### src/rtl/rv_isa_pkg.sv
package rv_isa_pkg;

  // Register and pc width
  localparam int XLEN = 64;
  // Instruction word width
  localparam int ILEN = 32;

  // Major opcodes of the RV64I base set
  localparam logic [6:0] OPC_OP     = 7'b011_0011;
  localparam logic [6:0] OPC_OP_IMM = 7'b001_0011;
  localparam logic [6:0] OPC_LOAD   = 7'b000_0011;
  localparam logic [6:0] OPC_STORE  = 7'b010_0011;
  localparam logic [6:0] OPC_BRANCH = 7'b110_0011;
  localparam logic [6:0] OPC_JAL    = 7'b110_1111;
  localparam logic [6:0] OPC_JALR   = 7'b110_0111;
  localparam logic [6:0] OPC_LUI    = 7'b011_0111;
  localparam logic [6:0] OPC_AUIPC  = 7'b001_0111;
  localparam logic [6:0] OPC_SYSTEM = 7'b111_0011;

  // funct7 of ADD/SRL and of SUB/SRA
  localparam logic [6:0] F7_BASE = 7'h00;
  localparam logic [6:0] F7_ALT  = 7'h20;

  // First fetch address after reset
  localparam logic [XLEN-1:0] RESET_PC = 64'h0000_0000_8000_0000;

endpackage

### src/rtl/regfile.sv
module regfile import rv_isa_pkg::*; (
  input  logic            clk_i,
  input  logic            arst_n_i,
  input  logic            we_i,
  input  logic [4:0]      wa_i,
  input  logic [XLEN-1:0] wd_i,
  input  logic [4:0]      ra1_i,
  input  logic [4:0]      ra2_i,
  output logic [XLEN-1:0] rd1_o,
  output logic [XLEN-1:0] rd2_o
);

  // x1 to x31, x0 has no storage
  logic [XLEN-1:0] regs [1:31];

  always_ff @(posedge clk_i or negedge arst_n_i) begin
    if (!arst_n_i) begin
      for (int i = 1; i < 32; i++) begin
        regs[i] <= '0;
      end
    end else if (we_i && wa_i != 5'd0) begin
      regs[wa_i] <= wd_i;
    end
  end

  assign rd1_o = (ra1_i == 5'd0) ? '0 : regs[ra1_i];
  assign rd2_o = (ra2_i == 5'd0) ? '0 : regs[ra2_i];

endmodule

### config.mk
export PLATFORM = sky130hd
export DESIGN_NAME = regfile
export DESIGN_NICKNAME = d
export VERILOG_FILES = /design/src/rtl/rv_isa_pkg.sv /design/src/rtl/regfile.sv
export SDC_FILE = /design/constraint.sdc
export NUM_CORES = 2
export LEC_CHECK = 0
export BUFFER_PORTS_ARGS = -buffer_cell sky130_fd_sc_hd__buf_2
export CORE_UTILIZATION = 40
export DETAILED_ROUTE_END_ITERATION = 8
export MAX_ROUTING_LAYER = met4
export PLACE_DENSITY_LB_ADDON = 0.08
export SLEW_MARGIN = 40
export SYNTH_ARGS = -nofsm -noshare
export SYNTH_HDL_FRONTEND = slang
export SYNTH_SLANG_ARGS = --single-unit
### constraint.sdc
create_clock -name clk_i -period 3 [get_ports clk_i]
set_input_delay 0.6 -clock clk_i [delete_from_list [all_inputs] [get_ports clk_i]]
set_output_delay 0.6 -clock clk_i [all_outputs]
set_load 0.03 [all_outputs]
* Word level (Yosys, flattened, before mapping)
Index checks and enable logic that the tools add are counted.
** Word-level totals
- Output and inout bits :: 128
- Register bits after elaboration :: 1984
- Memory bits (read-only) :: 0
- Memories :: 0
- Latch bits :: 0
- Input bits :: 82
- RAM bits :: 0
- Word-level logic and storage cells :: 54
** Operators by class
- Shift-type cells :: 0
- Reductions and logical operators :: 5
- Divide/modulo/power cells :: 0
- Add/subtract/negate cells :: 0
- Bitwise logic cells :: 3
- Equal/unequal tests :: 0
- Order comparisons :: 4
- Mux-type cells :: 11
- $mul :: 0
** Operators with widths (number)
- 1984-bit bitwise mux :: 1
- 64-bit binary-select mux with 5-bit select :: 2
- 64-bit two-way mux :: 7
- 64-bit demux with 5-bit select :: 1
- 6-bit >= comparator, second input constant :: 3
- 5-bit inverter with 6-bit output :: 3
- 5-bit zero test :: 2
- 6-bit by 1-bit < comparator with 1-bit output, second input constant :: 1
- 5-bit nonzero test :: 1
- 1-bit logical AND :: 2

* Logic depth before layout (Yosys ltp)
- Depth after elaboration :: 6
- Mapped depth :: 10
- Gate-level depth less buffers :: 5

* Worst setup path before layout
Ideal clock, no wire load.
- Kind :: input-to-output
- Start point :: in ra2_i[0]
- End point :: out rd2_o[10]
- Stages :: 10
- Required time :: 2.400 ns
- Slack :: -0.140 ns
- Arrival :: 2.540 ns
- Buffers on the path :: 6
- Cell sequence :: buf_2 -> buf_6 -> buf_6 -> buf_4 -> buf_4 -> clkbuf_1 -> nor2_1 -> a21oi_1 -> a31oi_1 -> o21ai_0
** Between the ends
- Word-level cells in the longest chain between the ends :: 5
** RTL lines
- start: declaration :: RTL line regfile.sv:8 : input logic [4:0] ra2_i,
- 5-bit inverter with 6-bit output (not written as such) :: RTL line regfile.sv:27 : assign rd2_o = (ra2_i == 5'd0) ? '0 : regs[ra2_i];
- 64-bit binary-select mux with 5-bit select :: RTL line regfile.sv:27
- 64-bit two-way mux (not written as such) (2 in a row) :: RTL line regfile.sv:27
- 64-bit two-way mux * :: RTL line regfile.sv:27
- end: declaration :: RTL line regfile.sv:10 : output logic [XLEN-1:0] rd2_o
Mark *: on every way between the ends. The rest lies on a longest branch, timed or not. The select of a mux whose other input is x is not followed.

* Worst setup path after layout
- Start point :: reg regs[1599] (netlist bit)
- End point :: out rd1_o[63]
** Between the ends
- Word-level cells in the longest chain between the ends :: 4
** RTL lines
- start: declaration :: RTL line regfile.sv:14 : logic [XLEN-1:0] regs [1:31];
- start signal: indexed assignment :: RTL line regfile.sv:22 : regs[wa_i] <= wd_i;
- 64-bit binary-select mux with 5-bit select :: RTL line regfile.sv:26 : assign rd1_o = (ra1_i == 5'd0) ? '0 : regs[ra1_i];
- 64-bit two-way mux (not written as such) (2 in a row) :: RTL line regfile.sv:26
- 64-bit two-way mux :: RTL line regfile.sv:26
- end: declaration :: RTL line regfile.sv:9 : output logic [XLEN-1:0] rd1_o,
No other way between the ends. The select of a mux whose other input is x is not followed.

==> results.py <==
metrics = {
    "run_status": {
        "status": "complete, but fails checks",
        "failing_checks": "design-rule violations, negative setup slack",
    },
    "yosys": {
        "mappedNetlistNets": 7531,
        "combinational_family_with_the_most_area_after_synthesis": "multiplexers",
        "synth-seq-cells": 1984,
        "synth_top_flop_cell": "sky130_fd_sc_hd__dfrtp_1",
        "synth_simple_gate_area_frac": 0.02691,
        "synth.mux.area_fraction": 0.4318,
        "syn-mean-instance-area_um2": 14.32,
        "yosysSeqAreaShare": 0.4655,
        "synth_cells": 7449,
        "yosys.area_share.adder": 0,
        "synth_cell_type_count": 44,
        "synth_edf_count": 0,
        "synth_compound_gate_area_share": 0.04212,
        "yosysWarningCount": 0,
        "post_synth_xor_area_fraction": 0,
        "synth.cell_area_um2": 106700,
        "synth_async_sr_flop_share": 1.000,
    },
    "timing": {
        "layout_min_cycle_time_ps": 3356,
        "final.setup.worst_slack_ps": -356.2,
        "finalHoldViolCount": 0,
        "tns_ps": -21810,
        "timing_worst_slew_pin_value_ps": 740.0,
        "report.final.setup_viol": 128,
        "maxSlewHeadroom": 0.5056,
        "clock-skew-final_ps": 0,
        "unrepaired_setup_endpoints_after_global_routing": "true",
        "final_max_slew_viol_count": 0,
        "period_utilization_post_route": 1.119,
        "maxClockFrequency_ghz": 0.2980,
    },
    "worst_hold_path": {
        "hp-class": "input pin to async pin",
    },
    "pwr": {
        "worst_ir_drop_vdd_v": 0.0004838,
        "p_leak_uw": 0.05773,
        "p_per_area_nw_per_um2": 649.8,
    },
    "drt": {
        "drt_wl_total_um": 399100,
        "drt_iter0_drc": 5772,
        "final_antenna_net_count": 0,
        "drc": 111,
        "drt_pass1_iterations": 8,
        "detail_route.vias_per_cell": 6.171,
        "vias": 72919,
        "detail_route.wl_per_cell_um": 33.78,
    },
    "final_layout": {
        "syn2layout_area_growth_pct": 23.11,
        "area_occupied_by_multi_input_gates_um2": 55070,
        "final_cell_mix": "2131 x sky130_fd_sc_hd__mux2_2, 1984 x sky130_fd_sc_hd__dfrtp_1, 748 x sky130_fd_sc_hd__mux4_2",
        "final_layout_size_suffix_gt1_frac": 0.5780,
        "final_stage_net_count": 8169,
        "registers.top_by_ff_count": "regs",
        "filler_cell_count": 22677,
        "layout_commonest_cell": "sky130_fd_sc_hd__mux2_2",
        "biggestRegsByFlops": "regs: 1984 flops",
        "sequential_cell_area_um2": 49650,
        "largest_register_ffs": 1984,
    },
    "worst_setup_path": {
        "worstPathMaxFanout": 2,
        "kind_of_cell_adding_the_most_delay_to_the_critical_path": "multiplexers",
        "timing_worst_setup_path_type": "flop to output pin",
        "cpPeakStageDelay_ps": 470,
        "required_ps": 2400,
        "timing.critical_path.slowest_stage_cell": "sky130_fd_sc_hd__mux4_2",
        "cp.arrival_ps": 2760,
        "cp-end-kind": "output pin",
        "rrSetupSlack_ps": 2010,
        "timing.critical_path.buf_inv": 1,
        "crit_chain": "mux4_2, mux2_2, a21oi_2, o211ai_1, buf_4",
        "start_kind": "flop",
    },
    "floorplanning": {
        "die_x_um": 518.4,
        "die_h_um": 518.4,
        "fp-row-count": 189,
        "ios": 210,
        "core_area_um2": 265100,
        "fp.dieArea_um2": 268700,
        "initial_cell_density_of_the_core": 0.4024,
    },
    "global_routing": {
        "track_usage": 0.3046,
        "grt_antenna_before_repair": 35,
        "vias_in_the_first_global_route": 75929,
        "gr-total-overflow": 0,
        "grt_max_degree": 120,
        "grt_first_pass_wirelength_um": 577100,
    },
    "place": {
        "place_worst_setup_slack_ps": -512.0,
        "post-dp-hpwl_um": 246400,
        "port_buffers": 209,
        "gpl.final_weighted_congestion": 0.8259,
    },
    "cts": {
        "insertion_delay_ps": 900,
        "clk_transition_reported_paths_ps": 60,
        "clock_sinks": 1984,
        "ctsRootBufferMaster": "sky130_fd_sc_hd__clkbuf_16",
        "cts_tree": "yes",
        "htreeDepth": 4,
        "numCtsBuffers": 236,
        "clock_tree.buffer_depth": 4,
    },
    "flow_run": {
        "cap_violations": 0,
    },
}
[final timing paths]
kind	from	end	cells past startpoint
setup / recovery	regs[1599]$_DFFE_PN0P_	rd1_o[63]	5
hold / removal	arst_n_i	regs[1506]$_DFFE_PN0P_	2
setup reg to reg	regs[280]$_DFFE_PN0P_	regs[280]$_DFFE_PN0P_	3
hold reg to reg	regs[1609]$_DFFE_PN0P_	regs[1609]$_DFFE_PN0P_	1
max in group asynchronous	arst_n_i	regs[1013]$_DFFE_PN0P_	4
min in group clk_i	wd_i[51]	regs[1011]$_DFFE_PN0P_	2
[cell usage after synthesis (79+ instances only)]
| cell type | n | area share |
|---|---|---|
| sky130_fd_sc_hd__dfrtp_1 | 1984 | 0.47 |
| sky130_fd_sc_hd__buf_2 | 251 | 0.012 |
| sky130_fd_sc_hd__nand2_1 | 253 | 0.0089 |
| sky130_fd_sc_hd__nor3_1 | 88 | 0.0041 |
| sky130_fd_sc_hd__clkbuf_1 | 446 | 0.016 |
| sky130_fd_sc_hd__a221oi_1 | 119 | 0.0098 |
| sky130_fd_sc_hd__nor2_1 | 98 | 0.0034 |
| sky130_fd_sc_hd__mux4_2 | 748 | 0.16 |
| sky130_fd_sc_hd__mux2i_1 | 458 | 0.043 |
| sky130_fd_sc_hd__o21ai_0 | 105 | 0.0049 |
| sky130_fd_sc_hd__mux2_2 | 2178 | 0.23 |
| sky130_fd_sc_hd__nor2b_1 | 121 | 0.0071 |
| sky130_fd_sc_hd__a21oi_1 | 121 | 0.0057 |
| sky130_fd_sc_hd__o211ai_1 | 79 | 0.0056 |
[metrics by stage]
step | cell area [um2] | std cells | util | power [uW] | hold slack, ps
floorplan | 106700 | 7449 | - | 48020 | 304.4
global placement | 119100 | 11205 | 0.4493 | 54050 | 499.8
detailed placement | 119100 | 11205 | 0.4493 | 54640 | 509.2
CTS | 130500 | 11761 | 0.4924 | 85550 | 232.7
global route | 131300 | 11811 | 0.4953 | 88950 | 262.8
finish | 131300 | 11816 | 0.4953 | 85330 | 279.3
[final cells by class]
cell class,instances,area share
diodes,20,0.0003811
clock buffers,341,0.05279
clock inverters,73,0.006746
inverters,1,0.00006670
multi-input cells,4662,0.4194
flip-flops and latches,1984,0.3781
well taps,3533,0.03366
repair buffers,1202,0.1088
[power by group]
part / internal [uW] / switching, uW / leakage (uW) / total, uW
sequential: 32000 / 3970 / 0.0254 / 36000
clock: 17400 / 12000 / 0.00387 / 29400
combinational: 11600 / 8290 / 0.0285 / 19900
total: 61000 / 24300 / 0.0577 / 85300
[cell families (layout without fill, tap and decap cells)]
family / after synthesis / in the layout
AND/OR/NAND/NOR: 620 / 620
AO/OA/AOI/OAI: 651 / 651
flip-flops: 1984 / 1984
other: 0 / 20
buffers and inverters: 803 / 1617
multiplexers: 3391 / 3391
[per-layer routing]
layer | track usage | routed length [um] | vias up
li1 | - | - | 29872
met1 | 0.4166 | 177100 | 40136
met2 | 0.4708 | 187100 | 2274
met3 | 0.04535 | 21620 | 637
met4 | 0.08709 | 13240 | 0
met5 | - | 0 | -
[what timing repair did]
item	in CTS	in global routing
gates cloned	21	2
pin swaps	121	92
hold buffers	1	0
endpoints found under the setup margin	128	128
resized for setup	509	108
endpoints found under the hold margin	78	0
buffers inserted	127	43
(Power assumes the default switching activity.)
