[src/rtl/rv_isa_pkg.sv]
package rv_isa_pkg;

  // Register and pc width
  localparam int XLEN = 64;
  // Instruction word width
  localparam int ILEN = 32;

  // Major opcodes of the RV64I base set
  localparam logic [6:0] OPC_OP     = 7'b011_0011;
  localparam logic [6:0] OPC_OP_IMM = 7'b001_0011;
  localparam logic [6:0] OPC_LOAD   = 7'b000_0011;
  localparam logic [6:0] OPC_STORE  = 7'b010_0011;
  localparam logic [6:0] OPC_BRANCH = 7'b110_0011;
  localparam logic [6:0] OPC_JAL    = 7'b110_1111;
  localparam logic [6:0] OPC_JALR   = 7'b110_0111;
  localparam logic [6:0] OPC_LUI    = 7'b011_0111;
  localparam logic [6:0] OPC_AUIPC  = 7'b001_0111;
  localparam logic [6:0] OPC_SYSTEM = 7'b111_0011;

  // funct7 of ADD/SRL and of SUB/SRA
  localparam logic [6:0] F7_BASE = 7'h00;
  localparam logic [6:0] F7_ALT  = 7'h20;

  // First fetch address after reset
  localparam logic [XLEN-1:0] RESET_PC = 64'h0000_0000_8000_0000;

endpackage

[src/rtl/ifu_fetch.sv]
module ifu_fetch import rv_isa_pkg::*; (
  input  logic            clk_i,
  input  logic            arst_n_i,
  input  logic            q_room_i,
  input  logic            redirect_i,
  input  logic [XLEN-1:0] redirect_pc_i,
  input  logic [ILEN-1:0] wb_dat_i,
  input  logic            wb_ack_i,
  output logic            wb_cyc_o,
  output logic            wb_stb_o,
  output logic [XLEN-1:0] wb_adr_o,
  output logic            push_o,
  output logic            push_pc_o_unused_guard,
  output logic [XLEN-1:0] push_pc_o,
  output logic [ILEN-1:0] push_inst_o
);

  // Next address to request
  logic [XLEN-1:0] pc_q;
  // Open cycle, the waiting-for-ack state
  logic cyc_q;
  // Open cycle was overtaken by a redirect
  logic kill_q;
  logic start;

  // Only one request open, and only with room in the queue
  assign start = ~cyc_q & q_room_i & ~redirect_i;

  assign wb_cyc_o = cyc_q;
  assign wb_stb_o = cyc_q;

  // Killed acks and acks under a redirect are dropped
  assign push_o      = cyc_q & wb_ack_i & ~kill_q & ~redirect_i;
  assign push_pc_o   = wb_adr_o;
  assign push_inst_o = wb_dat_i;
  assign push_pc_o_unused_guard = 1'b0;

  always_ff @(posedge clk_i or negedge arst_n_i) begin
    if (!arst_n_i) begin
      pc_q   <= RESET_PC;
      cyc_q  <= 1'b0;
      kill_q <= 1'b0;
    end else begin
      if (redirect_i) begin
        pc_q <= redirect_pc_i;
      end else if (push_o) begin
        pc_q <= pc_q + XLEN'(4);
      end
      if (cyc_q) begin
        // Ack closes the cycle for at least one clock
        if (wb_ack_i) begin
          cyc_q  <= 1'b0;
          kill_q <= 1'b0;
        end else if (redirect_i) begin
          kill_q <= 1'b1;
        end
      end else if (start) begin
        cyc_q <= 1'b1;
      end
    end
  end

  // Address held steady for the whole cycle
  always_ff @(posedge clk_i) begin
    if (start) begin
      wb_adr_o <= pc_q;
    end
  end

endmodule

[config.mk]
export PLATFORM = sky130hd
export DESIGN_NAME = ifu_fetch
export DESIGN_NICKNAME = d
export VERILOG_FILES = /design/src/rtl/rv_isa_pkg.sv /design/src/rtl/ifu_fetch.sv
export SDC_FILE = /design/constraint.sdc
export NUM_CORES = 1
export LEC_CHECK = 0
export ABC_AREA = 1
export BUFFER_PORTS_ARGS = -buffer_cell sky130_fd_sc_hd__buf_4
export CORE_MARGIN = 4
export CORE_UTILIZATION = 30
export CTS_BUF_LIST = sky130_fd_sc_hd__clkbuf_2 sky130_fd_sc_hd__clkbuf_4 sky130_fd_sc_hd__clkbuf_8
export CTS_CLUSTER_SIZE = 24
export DETAILED_ROUTE_END_ITERATION = 10
export SETUP_SLACK_MARGIN = 0.15
export SLEW_MARGIN = 5
export SYNTH_ARGS = -nofsm -noshare
export SYNTH_HDL_FRONTEND = slang
export SYNTH_SLANG_ARGS = --single-unit
[constraint.sdc]
create_clock -name clk_i -period 2.07 [get_ports clk_i]
set_input_delay 0.1035 -clock clk_i [delete_from_list [all_inputs] [get_ports clk_i]]
set_output_delay 0.1035 -clock clk_i [all_outputs]
set_load 0.02 [all_outputs]
# [Word-level counts from Yosys, hierarchy flattened]
# Index checks and enable logic that the tools add are counted.
[classes] add_sub_neg=1 muxes=7 bitwise=8 reduce_logical=3
[ops] cell="$mux W64" count=2
[ops] cell="$add A64 B3 Y64 const B" count=1
[ops] cell="$and A1 B1 Y1" count=5
[ops] cell="$mux W1" count=5
[ops] cell="$reduce_bool A2 Y1" count=2
[ops] cell="$not A1 Y1" count=3
[ops] cell="$reduce_and A2 Y1" count=1
[totals] ff_bits=130 input_bits=101 word_cells=23

# [Depth between registers and ports, before layout]
[depth] ltp_word=5 depth_mapped=11 mapped_depth_nobuf=11

# [Least setup slack after synthesis]
# Ideal clock, no wire load.
[synth_path] kind="register to register" startpoint="reg cyc_q (netlist: wb_cyc_o)" endpoint="reg wb_adr_o[0] (netlist: push_pc_o[0]), enable pin" setup_ps=418 arrival_ps=1930 required_time_ps=1652 setup_slack_ps=-277 stages_incl_launch_ff=4 n_path_buf=0 period_less_slack_ps=2347 path_cell_list="dfrtp_1 -> inv_1 -> nand3_1 -> inv_1"
[synth_between] elab_chain_len=3
[synth_rtl] element="start, declared" line_no="ifu_fetch.sv:21" rtl="logic cyc_q;"
[synth_rtl] element="start signal, assigned" line_no="ifu_fetch.sv:41" rtl="cyc_q <= 1'b0;"
[synth_rtl] element="start signal, assigned" line_no="ifu_fetch.sv:52" rtl="cyc_q <= 1'b0;"
[synth_rtl] element="start signal, assigned" line_no="ifu_fetch.sv:58" rtl="cyc_q <= 1'b1;"
[synth_rtl] element="$not A1 Y1" line_no="ifu_fetch.sv:27" rtl="assign start = ~cyc_q & q_room_i & ~redirect_i;"
[synth_rtl] element="$and A1 B1 Y1 (2 in a row)" line_no="ifu_fetch.sv:27"
[synth_rtl] element="net start" line_no="ifu_fetch.sv:24" rtl="logic start;"
[synth_rtl] element="end signal, assigned" line_no="ifu_fetch.sv:66" rtl="wb_adr_o <= pc_q;"
[synth_rtl] element="end, declared" line_no="ifu_fetch.sv:11" rtl="output logic [XLEN-1:0] wb_adr_o,"
# The timed path passes the listed nets, and every way through them passes these cells.
# A chain may end at the register's enable or synchronous reset.

# [Worst setup path in the final report]
[layout_path] startpoint="reg kill_q" endpoint="out push_o"
[layout_between] elab_chain_len=3
[layout_rtl] element="start, declared" line_no="ifu_fetch.sv:23" rtl="logic kill_q;"
[layout_rtl] element="start signal, assigned" line_no="ifu_fetch.sv:42" rtl="kill_q <= 1'b0;"
[layout_rtl] element="start signal, assigned" line_no="ifu_fetch.sv:53" rtl="kill_q <= 1'b0;"
[layout_rtl] element="start signal, assigned" line_no="ifu_fetch.sv:55" rtl="kill_q <= 1'b1;"
[layout_rtl] element="$not A1 Y1" line_no="ifu_fetch.sv:33" rtl="assign push_o = cyc_q & wb_ack_i & ~kill_q & ~redirect_i;"
[layout_rtl] element="$and A1 B1 Y1 (2 in a row)" line_no="ifu_fetch.sv:33"
[layout_rtl] element="end, declared" line_no="ifu_fetch.sv:12" rtl="output logic push_o,"
# No other way between the ends.

==> reports/metrics.cfg <==
[status]
status = finished, final reports clean

[clock_network]
clockBufferDepth = 2
cts_buffers = 17
clk_pin_slew_worst_paths_ns = 0.07
insertion_delay_ns = 0.45
cts.sinks = 130
cts_tree = built
ctsRootBufferMaster = clkbuf_8
htreeDepth = 4

[setup_path]
crit_start = kill_q
critPathRequiredTime_ns = 1.97
path_max_fanout = 31
end_kind = output port
critical_path_class = flip-flop to output port
critPathLaunchType = flip-flop
r2r_start = pc_q[39]
arrival_ns = 1.75

[finish]
diodes = 0
layout-area-overhead-vs-synth_pct = 33.9
drive_gt1_share_pct = 26.9
fillers = 2500
seqCellArea_sq_um = 3580
multiInputGateArea_sq_um = 3010
nets = 1247

[placed_design]
io_buffers = 199
place_congestion = 0.974
hpwl_um = 19900
place_ws_ns = 0.0190

[floorplan]
dieHeight_um = 167
row_count = 57
die_area_sq_um = 27900
core_sq_um = 24600
start_util_pct = 30.8
die_width_um = 167
ios = 265

[logic_synthesis]
ys_seq_area_share_pct = 47.1
synth_top_family_by_area = simple AND/OR/NAND/NOR gates
synth_area_sq_um = 7590
ys_seq_elements = 130
ys.flop_type = dfrtp_1
synth_top_cell_by_area = edfxtp_1
synthTopCellsByArea = edfxtp_1, dfrtp_1, nand2_1
synth-xor-area-share_pct = 3.00
synthCells = 946
async_reset_ff_share_pct = 50.8
ys_top_cells_by_count = nand2_1, nor2_1, buf_4
synthAdderAreaFrac_pct = 0.165
synth.distinct_cells = 36
yosysWarnings = 0
synth_edf_count = 64
synth_compound_area_share_pct = 6.25
synth_top_area_share_pct = 25.3
synthMuxAreaShare_pct = 0
yosys.area_share.simple_pct = 29.1
synth_nets = 1048
synth.most_common_cell = nand2_1
avgSynthCellArea_sq_um = 8.02

[detailed_routing]
route.detailed.drc = 0
finalWirelength_um = 26300
via_count = 6981
avgRoutedWirePerCell_um = 17.8
routed_via_density = 4.71
drtAntennaViolNets = 0
first_pass_iters = 5
drt_iter0_drc = 603

[sta]
finalHoldViolations = 0
fmax_mhz = 539
fin_ws_ns = 0.215
rsz0062_at_grt = true
relSlewSlack_pct = 66.1
worstMarginPinSlew_ns = 0.509
fin_skew_ns = 0.0120
final-setup-viol-count = 0
period_minus_slack_ns = 1.86
setup_tns_ns = 0
finalCritPeriodShare_pct = 89.6
slew_viol_final = 0

[global_route]
antenna_found_initial = 0
grt_pass1_vias = 6822
grt_max_degree = 40
grt_usage_pct = 18.2
gr-total-overflow = 0
grt_pass1_wl_um = 39600

[flow_run]
cap_violations = 0

[min_path]
hold_class = input pin to flip-flop
min_from = redirect_pc_i[55]

[pwr]
p_per_area_nw_per_um2 = 707
leakagePower_uw = 0.00442
ir_drop_v = 0.000312

cells in the final DEF, fill, tap and decap left out, types with 2 or more instances in the layout:
cell type | Yosys | routed
a21oi_1 | 4 | 4
a22o_1 | 6 | 6
a31oi_1 | 2 | 2
buf_12 | 0 | 5
buf_4 | 98 | 231
bufinv_16 | 0 | 5
clkbuf_4 | 0 | 2
clkbuf_8 | 0 | 17
clkinv_1 | 0 | 5
clkinvlp_4 | 0 | 2
dfrtp_1 | 65 | 62
dfrtp_2 | 0 | 3
dlygate4sd3_1 | 0 | 62
edfxtp_1 | 64 | 64
inv_1 | 68 | 66
inv_2 | 2 | 3
nand2_1 | 298 | 295
nand2_2 | 5 | 8
nand3_1 | 68 | 65
nand3_2 | 2 | 4
nand4_1 | 13 | 13
nor2_1 | 121 | 110
nor2_2 | 5 | 12
nor2_4 | 5 | 9
nor3_1 | 6 | 6
nor3_4 | 1 | 2
o211ai_1 | 15 | 15
o21ai_0 | 27 | 26
o21ai_1 | 3 | 4
o21bai_1 | 12 | 12
xnor2_1 | 6 | 6
xor2_1 | 20 | 20
report_power, final:
group          switching [uW]  leakage (uW)  internal [uW]
Sequential                309       0.00139           3000
Clock                    1030      0.000218           1440
Combinational             792       0.00281            616
Total                    2130       0.00442           5050
final cells by class:
cell class | instances | share of cell area, %
Clock buffer | 19 | 2.45
Clock inverter | 13 | 1.87
Inverter | 70 | 2.62
Multi-Input combinational cell | 628 | 29.7
Sequential cell | 130 | 35.2
Tap cell | 324 | 3.99
Timing Repair Buffer | 298 | 24.2
worst paths after layout:
| kind | endpoint | slack (ns) | depth (start not counted) |
|---|---|---|---|
| max | push_o | 0.21 | 5 |
| min | pc_q[55] | 0.02 | 5 |
| max reg2reg | pc_q[46] | 0.23 | 9 |
| min reg2reg | push_pc_o[0] | 0.45 | 0 |
| max in group asynchronous | pc_q[27] | 1.29 | 3 |
| min in group asynchronous | kill_q | 0.16 | 2 |
registers in the layout (all words and copies together) (netlist names):
register / flops
kill_q: 1
pc_q: 64
push_pc_o: 64
wb_cyc_o: 1
stage by stage:
step / cells / total power [uW] / hold slack (ns) / util [%] / cell area [sq um]
floorplan: 946 / 4140 / -0.192 / - / 7600
global placement: 1382 / 4640 / 0.108 / 36.4 / 8960
detailed placement: 1382 / 4650 / 0.109 / 36.4 / 8960
CTS: 1478 / 7220 / 0.00142 / 40.8 / 10000
global route: 1482 / 7540 / 0.00729 / 41.3 / 10200
finish: 1482 / 7180 / 0.0195 / 41.3 / 10200
metal layers:
metal	track usage (%)	wire, um	up-vias
met5	0	0	-
li1	-	-	3366
met2	29.1	12200	275
met4	5.73	497	0
met3	3.46	1760	47
met1	25.1	11900	3293
worst max-delay path, cell delays in order (launching register included):
cell and delay [ns]:
dfrtp_1 0.36, inv_1 0.07, nand3_2 0.23, nor2_4 0.21, buf_12 0.22, buf_4 0.18
cell families (layout without fill, tap and decap cells):
group                    after synthesis  count (layout)
AO/OA/AOI/OAI                         73              73
XOR/XNOR                              26              26
adder cells (fa/ha/maj)                1               1
buffers and inverters                188             400
flip-flops                           130             130
other                                  1               1
AND/OR/NAND/NOR                      527             527
what timing repair did:
item | CTS | global route
pin swaps | 1 | 2
gates resized for setup | 4 | 26
endpoints found under the hold margin | 91 | 0
buffers inserted | 2 | 4
hold buffers | 62 | 0
setup endpoints to repair | 4 | 28
Note: power is estimated with default switching activity, not from simulation.
