--- src/rtl/rv_isa_pkg.sv ---
package rv_isa_pkg;

  // Register and pc width
  localparam int XLEN = 64;
  // Instruction word width
  localparam int ILEN = 32;

  // Major opcodes of the RV64I base set
  localparam logic [6:0] OPC_OP     = 7'b011_0011;
  localparam logic [6:0] OPC_OP_IMM = 7'b001_0011;
  localparam logic [6:0] OPC_LOAD   = 7'b000_0011;
  localparam logic [6:0] OPC_STORE  = 7'b010_0011;
  localparam logic [6:0] OPC_BRANCH = 7'b110_0011;
  localparam logic [6:0] OPC_JAL    = 7'b110_1111;
  localparam logic [6:0] OPC_JALR   = 7'b110_0111;
  localparam logic [6:0] OPC_LUI    = 7'b011_0111;
  localparam logic [6:0] OPC_AUIPC  = 7'b001_0111;
  localparam logic [6:0] OPC_SYSTEM = 7'b111_0011;

  // funct7 of ADD/SRL and of SUB/SRA
  localparam logic [6:0] F7_BASE = 7'h00;
  localparam logic [6:0] F7_ALT  = 7'h20;

  // First fetch address after reset
  localparam logic [XLEN-1:0] RESET_PC = 64'h0000_0000_8000_0000;

endpackage

--- src/rtl/exu_pkg.sv ---
package exu_pkg;

  // Execute info word and its group field
  localparam int INFO_W = 15;
  localparam int GRP_W  = 3;

  // ALU and no-op share code 0, no-op has no op bit set
  localparam logic [GRP_W-1:0] GRP_NONE = 3'd0;
  localparam logic [GRP_W-1:0] GRP_ALU  = 3'd0;
  localparam logic [GRP_W-1:0] GRP_BJP  = 3'd1;

  // ALU view, one-hot op bits above the group
  typedef struct packed {
    logic ebreak;
    logic lui;
    logic and_;
    logic or_;
    logic sra;
    logic srl;
    logic xor_;
    logic sltu;
    logic slt;
    logic sll;
    logic sub;
    logic add;
    logic [GRP_W-1:0] group;
  } alu_info_t;

  // Branch/jump view, spare bits fill up to the word width
  typedef struct packed {
    logic [INFO_W-GRP_W-9:0] spare;
    logic bgeu;
    logic bltu;
    logic bge;
    logic blt;
    logic bne;
    logic beq;
    logic jalr;
    logic jal;
    logic [GRP_W-1:0] group;
  } bjp_info_t;

  typedef union packed {
    alu_info_t alu;
    bjp_info_t bjp;
  } exu_info_u;

  // Instruction queue entries
  localparam int IQ_DEPTH = 2;

endpackage

--- src/rtl/inst_queue.sv ---
module inst_queue import rv_isa_pkg::*, exu_pkg::*; (
  input  logic            clk_i,
  input  logic            arst_n_i,
  input  logic            push_i,
  input  logic [XLEN-1:0] push_pc_i,
  input  logic [ILEN-1:0] push_inst_i,
  input  logic            pop_i,
  input  logic            flush_i,
  output logic            room_o,
  output logic            valid_o,
  output logic [XLEN-1:0] pc_o,
  output logic [ILEN-1:0] inst_o
);

  localparam int PTR_W = $clog2(IQ_DEPTH);
  localparam int CNT_W = $clog2(IQ_DEPTH + 1);

  logic [XLEN-1:0] pc_mem   [IQ_DEPTH];
  logic [ILEN-1:0] inst_mem [IQ_DEPTH];
  logic [PTR_W-1:0] rd_ptr;
  logic [PTR_W-1:0] wr_ptr;
  logic [CNT_W-1:0] count;
  logic do_pop;

  // Room leaves a slot for the one fetch that may be in flight
  assign room_o  = count <= CNT_W'(IQ_DEPTH - 1);
  assign valid_o = count != '0;
  assign pc_o    = pc_mem[rd_ptr];
  assign inst_o  = inst_mem[rd_ptr];
  assign do_pop  = pop_i & valid_o;

  always_ff @(posedge clk_i or negedge arst_n_i) begin
    if (!arst_n_i) begin
      rd_ptr <= '0;
      wr_ptr <= '0;
      count  <= '0;
    end else if (flush_i) begin
      rd_ptr <= '0;
      wr_ptr <= '0;
      count  <= '0;
    end else begin
      if (push_i) begin
        wr_ptr <= wr_ptr + 1'b1;
      end
      if (do_pop) begin
        rd_ptr <= rd_ptr + 1'b1;
      end
      // Push and pop on one edge keep the count
      count <= count + CNT_W'(push_i) - CNT_W'(do_pop);
    end
  end

  always_ff @(posedge clk_i) begin
    if (push_i) begin
      pc_mem[wr_ptr]   <= push_pc_i;
      inst_mem[wr_ptr] <= push_inst_i;
    end
  end

endmodule

--- config.mk ---
export PLATFORM = sky130hd
export DESIGN_NAME = inst_queue
export DESIGN_NICKNAME = d
export VERILOG_FILES = /design/src/rtl/rv_isa_pkg.sv /design/src/rtl/exu_pkg.sv /design/src/rtl/inst_queue.sv
export SDC_FILE = /design/constraint.sdc
export NUM_CORES = 1
export LEC_CHECK = 0
export BUFFER_PORTS_ARGS = -buffer_cell sky130_fd_sc_hd__buf_4
export CAP_MARGIN = 20
export CORE_AREA = 4 4 120 122
export DETAILED_ROUTE_END_ITERATION = 6
export DIE_AREA = 0 0 124 126
export GPL_TIMING_DRIVEN = 0
export PLACE_DENSITY = 0.88
export SETUP_SLACK_MARGIN = 0.05
export SYNTH_ARGS = -nofsm -noshare
export SYNTH_HDL_FRONTEND = slang
export SYNTH_SLANG_ARGS = --single-unit
--- constraint.sdc ---
create_clock -name clk_i -period 13.44 [get_ports clk_i]
set_clock_uncertainty 0.05 [all_clocks]
set_input_delay 2.688 -clock clk_i [delete_from_list [all_inputs] [get_ports clk_i]]
set_output_delay 2.688 -clock clk_i [all_outputs]
set_load 0.02 [all_outputs]
# Word level (Yosys, flattened, before mapping)
# Memory sizes are Yosys's and may differ from the RTL's.
# Index checks and enable logic that the tools add are counted.
[word_totals]
ff_bits = 4
mem_bits_rw = 192
elab_cells = 21
mem_count = 2
[classes]
addsub = 4
magnitude_cmp = 1
n_mux = 7
bitwise_logic = 1
reduce_logical = 3
[mem_list]
columns = ["name", "depth", "width", "read_ports", "rd_clocked_by_memory_dff", "write_ports", "line_no", "rtl"]
rows = [
  ["pc_mem", 2, 64, 1, 0, 1, "inst_queue.sv:18", "logic [XLEN-1:0] pc_mem [IQ_DEPTH];"],
  ["inst_mem", 2, 32, 1, 0, 1, "inst_queue.sv:19", "logic [ILEN-1:0] inst_mem [IQ_DEPTH];"],
]
[ops]
columns = ["cell", "n"]
rows = [
  ["two-way mux 1 bit", 6],
  ["nonzero test 2 bit", 3],
  ["adder 1 bit, second input constant", 2],
  ["adder 2 x 1 -> 2 bit", 1],
  ["less-or-equal comparator 2 x 1 -> 1 bit, second input constant", 1],
  ["two-way mux 2 bit", 1],
  ["subtractor 2 x 1 -> 2 bit", 1],
  ["AND 1 bit", 1],
]

# Longest topological paths before layout
# Gate-level depths: netlist of the first run.
[depth]
word_depth = 4
ltp_mapped = 6

# Worst setup path before layout of the first run
# No wires, ideal clock.
[synth_timing]
kind = "input to register"
start = "in push_i"
end = "mem inst_mem[0][0], enable pin"
arrival_ns = 6.869
t_required_ns = 12.827
path_slack_ns = 5.958
path_stages = 1
path_buffers = 0
cell_sequence = "nor2b_1"
[synth_via]
elab_chain_cells = 2
[synth_rtl]
columns = ["element", "line_no", "rtl"]
rows = [
  ["start, declared", "inst_queue.sv:4", "input logic push_i,"],
  ["two-way mux 1 bit", "inst_queue.sv:54", "if (push_i) begin"],
  ["two-way mux 1 bit (not written as such)", "inst_queue.sv:56", "inst_mem[wr_ptr] <= push_inst_i;"],
  ["end, declared", "inst_queue.sv:19", ""],
]
# No other way between the ends.

# Worst setup path in the final report of the first run
[layout_timing]
start = "reg rd_ptr"
end = "out inst_o[15]"
[layout_via]
elab_chain_cells = 1
[layout_rtl]
columns = ["element", "line_no", "rtl"]
rows = [
  ["start, declared", "inst_queue.sv:20", "logic [PTR_W-1:0] rd_ptr;"],
  ["start signal, assigned", "inst_queue.sv:46", "rd_ptr <= rd_ptr + 1'b1;"],
  ["memory read (2 x 32 bit)", "-", ""],
  ["end, declared", "inst_queue.sv:12", "output logic [ILEN-1:0] inst_o"],
]
# No other way between the ends.

==> results.ini, run 1 <==
[cells_and_area]
diodes = 0
area_growth_pct = 32.0
fillers = 807
final_nets = 644
final_cell_mix = 198 x buf_4, 192 x edfxtp_1, 78 x mux2_2
mostFrequentLayoutCell = buf_4
fin_cells = 728
layout-drive-gt1-share = 0.609
postLayoutCellArea_um2 = 9550

[critical_path]
path_delay_family = buffers and inverters
reg2reg_depth = 3
crit_arrival_ns = 1.79
startpoint_type = flop
critPathMaxFanout = 10
reg2reg_from = wr_ptr
crit_slowest_cell = mux2_2
r2r_end = pc_mem[0][15]
cp_slowest_stage_delay_ns = 0.38
critPathKind = reg -> out
crit_chain = buf_6 > buf_2 > mux2_2 > buf_4
critical_path_buf_inv_count = 3
cp_data_required_time_ns = 10.70
critPathCaptureType = output pin
r2r_slack_ns = 11.60

[placed_design]
place.gp.congestion = 0.710
hpwl_mm = 9.69
dpl-instance-area_um2 = 9050
port_buffers = 198
dp_cells = 698

[die]
start_util = 0.549
ioPinCount = 199
core_um2 = 13200
die-area_um2 = 15600
die_w_um = 124
row_count = 42
die_h_um = 126

[grt]
grt_overflow = 0
grt_pass1_vias = 4069
grt_util_all_layers = 0.181
grt_pass1_wl_mm = 21.0
grt_max_degree = 52
antenna_found_initial = 0

[sta]
final_hold_viol_count = 0
timing.fmax_ghz = 0.221
setup_viol = 0
fin_tns_setup_ns = 0
worst_slew_pin_slew_ns = 0.678
whs_ns = 0.604
final.period_utilization = 0.337
final-max-slew-violation-count = 0
fin_crit_ns = 4.53
grt_setup_unrepaired = false
max_slew_margin = 0.547

[routing]
ant_nets = 0
dr.pass1.iters = 4
via_count = 3709
drtIter0Drc = 204
vias_per_cell = 5.09
wire_per_inst_um = 18.9
drc = 0
drt_wl_total_mm = 13.8

[job]
drv_cap = 0

[logic_synthesis]
yosysSeqAreaShare = 0.811
synth-seq-cells = 196
synth_cells = 320
syn_area_per_cell_um2 = 22.6
synth_area_leaders = edfxtp_1 80%, mux2_2 12%, mux2_4 3.9%
synth_area_um2 = 7240
synth_warnings = 0
synth.distinct_cells = 17
yosys.area.top_type_share = 0.797
synth_top_area_cell = edfxtp_1
syn_nets = 423

[clock_network]
htreeDepth = 4
cts_setup_buffers = 0
numCtsBuffers = 17
clockBufferDepth = 2
cts_resized = 0
clkLatencyLatePin_ns = 0.42
cts_hold_buf = 0
cts_tree = built
cts.sinks = 196
cts_root_buf = clkbuf_16
clk_pin_slew_worst_paths_ns = 0.06

[pwr]
peakVddDrop_mv = 0.102
p_per_area_nw_per_um2 = 165
p_leak_nw = 3.63

[worst_hold_path]
hold_end = wr_ptr
min_path_cells = 2
hold_path.class = reg -> reg
hp-start = wr_ptr

[outcome]
status = completed

==> worst register-to-register path, cell delays in order (launching register included) <==
cell	delay [ns]
dfrtp_1	0.44
nor2b_4	0.57
buf_12	0.28
buf_16	0.19
==> power by group <==
group / switching, mW / internal [mW] / total (mW)
clock network: 0.200 / 0.232 / 0.432
logic: 0.210 / 0.208 / 0.418
registers: 0.0111 / 0.716 / 0.727
total: 0.421 / 1.16 / 1.58
==> metal layers <==
metal,vias up,global-route usage,wire length [um]
li1,1703,-,-
met1,1838,0.191,4820
met2,145,0.319,7410
met3,23,0.0735,1250
met4,0,0.0715,295
met5,-,0,0
==> state kept, by name (all words and copies together), names as in the netlist <==
| register | count |
|---|---|
| count | 2 |
| inst_mem | 64 |
| pc_mem | 128 |
| rd_ptr | 1 |
| wr_ptr | 1 |
==> kinds of logic (layout without fill, tap and decap cells) <==
family | after synthesis | count (layout) | synth area share
xor gates and xnor gates | 2 | 2 | 0.00432
AOI/OAI and AO/OA | 1 | 1 | 0.00104
muxes | 97 | 97 | 0.161
and+or+nand+nor | 8 | 8 | 0.00553
adders and majority gates | 2 | 2 | 0.00346
buffers and inverters | 14 | 246 | 0.0143
DFF | 196 | 196 | 0.811
==> metrics by stage <==
step	setup WS (ns)	total power, mW	utilization
after floorplan	5.96	0.995	-
after global placement	3.78	1.15	0.678
after detailed placement	9.19	1.16	0.686
after CTS	8.86	1.59	0.724
after global routing	8.83	1.65	0.724
final	8.91	1.58	0.724
==> synthesized netlist by cell type <==
library cell and number:
edfxtp_1 192, buf_2 7, mux2_2 78, buf_8 1, buf_6 2, dfrtp_1 4
ha_1 2, inv_1 3, xnor3_1 1, xnor2_1 1, o21a_1 1, mux2_4 19
nand2_1 1, buf_12 1, and2_1 1, nor2_1 3, nor2b_1 3
==> layout make-up <==
class                           instances  area [um^2]  share of cell area
Buffer                                 11         92.6             0.00970
Clock buffer                           20          437              0.0457
Clock inverter                         10         63.8             0.00668
Inverter                                3         11.3             0.00118
Multi-Input combinational cell        110         1280               0.134
Sequential cell                       196         5870               0.614
Tap cell                              176          220              0.0231
Timing Repair Buffer                  202         1580               0.166
==> worst max-delay path by stage <==
stage,startpoint,endpoint,cells after the start
6_report,rd_ptr,inst_o[15],4
5_1_grt,rd_ptr,inst_o[16],4
4_1_cts,rd_ptr,inst_o[16],4
3_5_place_dp,push_i,pc_mem[0][16],4
3_3_place_gp,push_i,inst_mem[0][6],2
2_1_floorplan,push_i,inst_mem[0][0],1
No activity file was read; power rests on OpenSTA's default activity.
==> inputs of run 2 (changes only) <==
Settings changed: CORE_AREA 4 4 120 122 to 4 4 123 125, DIE_AREA 0 0 124 126 to 0 0 127 129, PLACE_DENSITY 0.88 to 0.85.
Clock period 13.44 ns to 4.5 ns, I/O delays scaled along.
==> run 2 against run 1 <==
Compared with the run above: final area increased by 0.20%; clock power grew to 3.1 times the previous value; critical endpoint is now pc_o[1]; largest cell class unchanged; worst setup slack lost 7.1 ns; first-iteration DRC count fell by 38%; total power increased to 3.0 times the previous value.
==> results.ini, run 2 (same netlist as run 1, synthesis figures left out) <==
[clock_network]
cts_setup_buffers = 0  ; unchanged
cts_resized = 0  ; unchanged
clkLatencyLatePin_ns = 0.42  ; about the same
cts_root_buf = clkbuf_16
clk_pin_slew_worst_paths_ns = 0.06  ; about the same
cts_hold_buf = 0  ; unchanged
htreeDepth = 4  ; unchanged
clockBufferDepth = 2  ; unchanged
numCtsBuffers = 17  ; unchanged
cts_tree = built
cts.sinks = 196  ; unchanged

[placed_design]
port_buffers = 198  ; unchanged
place.gp.congestion = 0.742  ; +4.5%
hpwl_mm = 9.59  ; -0.98%
dp_cells = 702  ; +0.57%
dpl-instance-area_um2 = 9050  ; about the same

[sta]
fin_crit_ns = 2.70
worst_slew_pin_slew_ns = 0.775  ; +0.0977 ns
final.period_utilization = 0.600
setup_viol = 0  ; unchanged
timing.fmax_ghz = 0.370
final_hold_viol_count = 0  ; unchanged
grt_setup_unrepaired = false
fin_tns_setup_ns = 0  ; unchanged
max_slew_margin = 0.483  ; -0.0642
final-max-slew-violation-count = 0  ; unchanged

[cells_and_area]
top_register = pc_mem
final_nets = 644  ; unchanged
fin_cells = 734  ; +0.82%
layout-drive-gt1-share = 0.614  ; +0.00502
diodes = 0  ; unchanged
final_cell_mix = 198 x buf_4, 192 x edfxtp_1, 78 x mux2_2
largest_reg_flops = 128  ; unchanged
postLayoutCellArea_um2 = 9570  ; +0.20%
area_growth_pct = 32.2
largestRegisters = pc_mem: 128 flops, inst_mem: 64 flops, count: 2 flops
mostFrequentLayoutCell = buf_4

[grt]
grt_pass1_wl_mm = 20.3  ; -3.2%
grt_overflow = 0  ; unchanged
grt_max_degree = 56  ; +7.7%
grt_util_all_layers = 0.165  ; -0.0163
grt_pass1_vias = 4065  ; -0.098%
antenna_found_initial = 0  ; unchanged

[critical_path]
critPathMaxFanout = 10  ; unchanged
cp_data_required_time_ns = 3.55  ; -7.15 ns
critPathKind = reg -> out
critPathCaptureType = output pin
startpoint_type = flop
reg2reg_depth = 2  ; -1
crit_arrival_ns = 1.75  ; -0.04 ns

[pwr]
peakVddDrop_mv = 0.319  ; +210%
finalPower_mw = 4.72  ; +200%
p_per_area_nw_per_um2 = 494  ; +200%
p_leak_nw = 3.65  ; +0.39%

[routing]
vias_per_cell = 4.99  ; -2.2%
drc = 0  ; unchanged
via_count = 3659  ; -1.3%
drtIter0Drc = 127  ; -38%
drt_wl_total_mm = 13.3  ; -3.2%
dr.pass1.iters = 6  ; +2
ant_nets = 0  ; unchanged
wire_per_inst_um = 18.2  ; -3.9%

[die]
core_um2 = 13900  ; +5.2%
row_count = 43  ; +2.4%
die_h_um = 129  ; +2.4%
ioPinCount = 199  ; unchanged
die-area_um2 = 16400  ; +4.9%
start_util = 0.521  ; -0.0273
die_w_um = 127  ; +2.4%

[job]
drv_cap = 0  ; unchanged

[outcome]
status = completed

[worst_hold_path]
hold_path.class = in -> async

==> run 2: cell types whose count changed in the layout (fill, tap and decap cells not counted), sizes merged <==
cell	before	now
clkinvlp	4	3
clkbuf	20	19
clkinv	6	10
==> run 2: through the flow <==
step / hold slack (ns) / util / setup WS (ns)
finish: 0.219 / 0.689 / 1.80
global route: 0.194 / 0.689 / 1.70
CTS: 0.197 / 0.689 / 1.73
detailed placement: 0.563 / 0.652 / 2.07
global placement: 0.502 / 0.645 / -0.623
floorplan: 0.483 / - / 0.607
==> run 2: layer usage <==
metal	vias to the layer above	track usage	routed length, um
li1	1705	-	-
met1	1790	0.177	4900
met2	145	0.291	7050
met3	19	0.0664	1140
met4	0	0.0681	259
met5	-	0	0
==> run 2: path summary, 6_finish.rpt <==
kind / slack, ns / to / startpoint
worst min register to register: 0.58 / wr_ptr / wr_ptr
worst min-delay path: 0.22 / wr_ptr / arst_n_i
worst max register to register: 2.68 / inst_mem[1][11] / wr_ptr
worst max-delay path: 1.80 / pc_o[1] / rd_ptr
max in group asynchronous: 4.08 / rd_ptr / arst_n_i
min in group clk_i: 0.58 / wr_ptr / wr_ptr
==> run 2: final cells by class <==
cell class                 count  area, um^2
sequential                   196        5870
clock buffer                  19         433
clock inverter                13        88.8
tap                          180         225
fill                         920        4310
inverter                       3        11.3
timing repair buffer         202        1570
multi-input combinational    110        1280
buffer                        11        92.6
==> run 2: power by group <==
group | total, mW | leakage, nW | internal, mW | switching [mW]
sequential | 2.17 | 1.85 | 2.14 | 0.0305
combinational | 1.24 | 1.55 | 0.618 | 0.619
clock | 1.32 | 0.248 | 0.703 | 0.617
==> run 2: critical path, stage by stage (launching register included) <==
cell	delay (ns)
dfrtp_1	0.35
buf_6	0.16
buf_2	0.28
mux2_2	0.38
buf_4	0.16
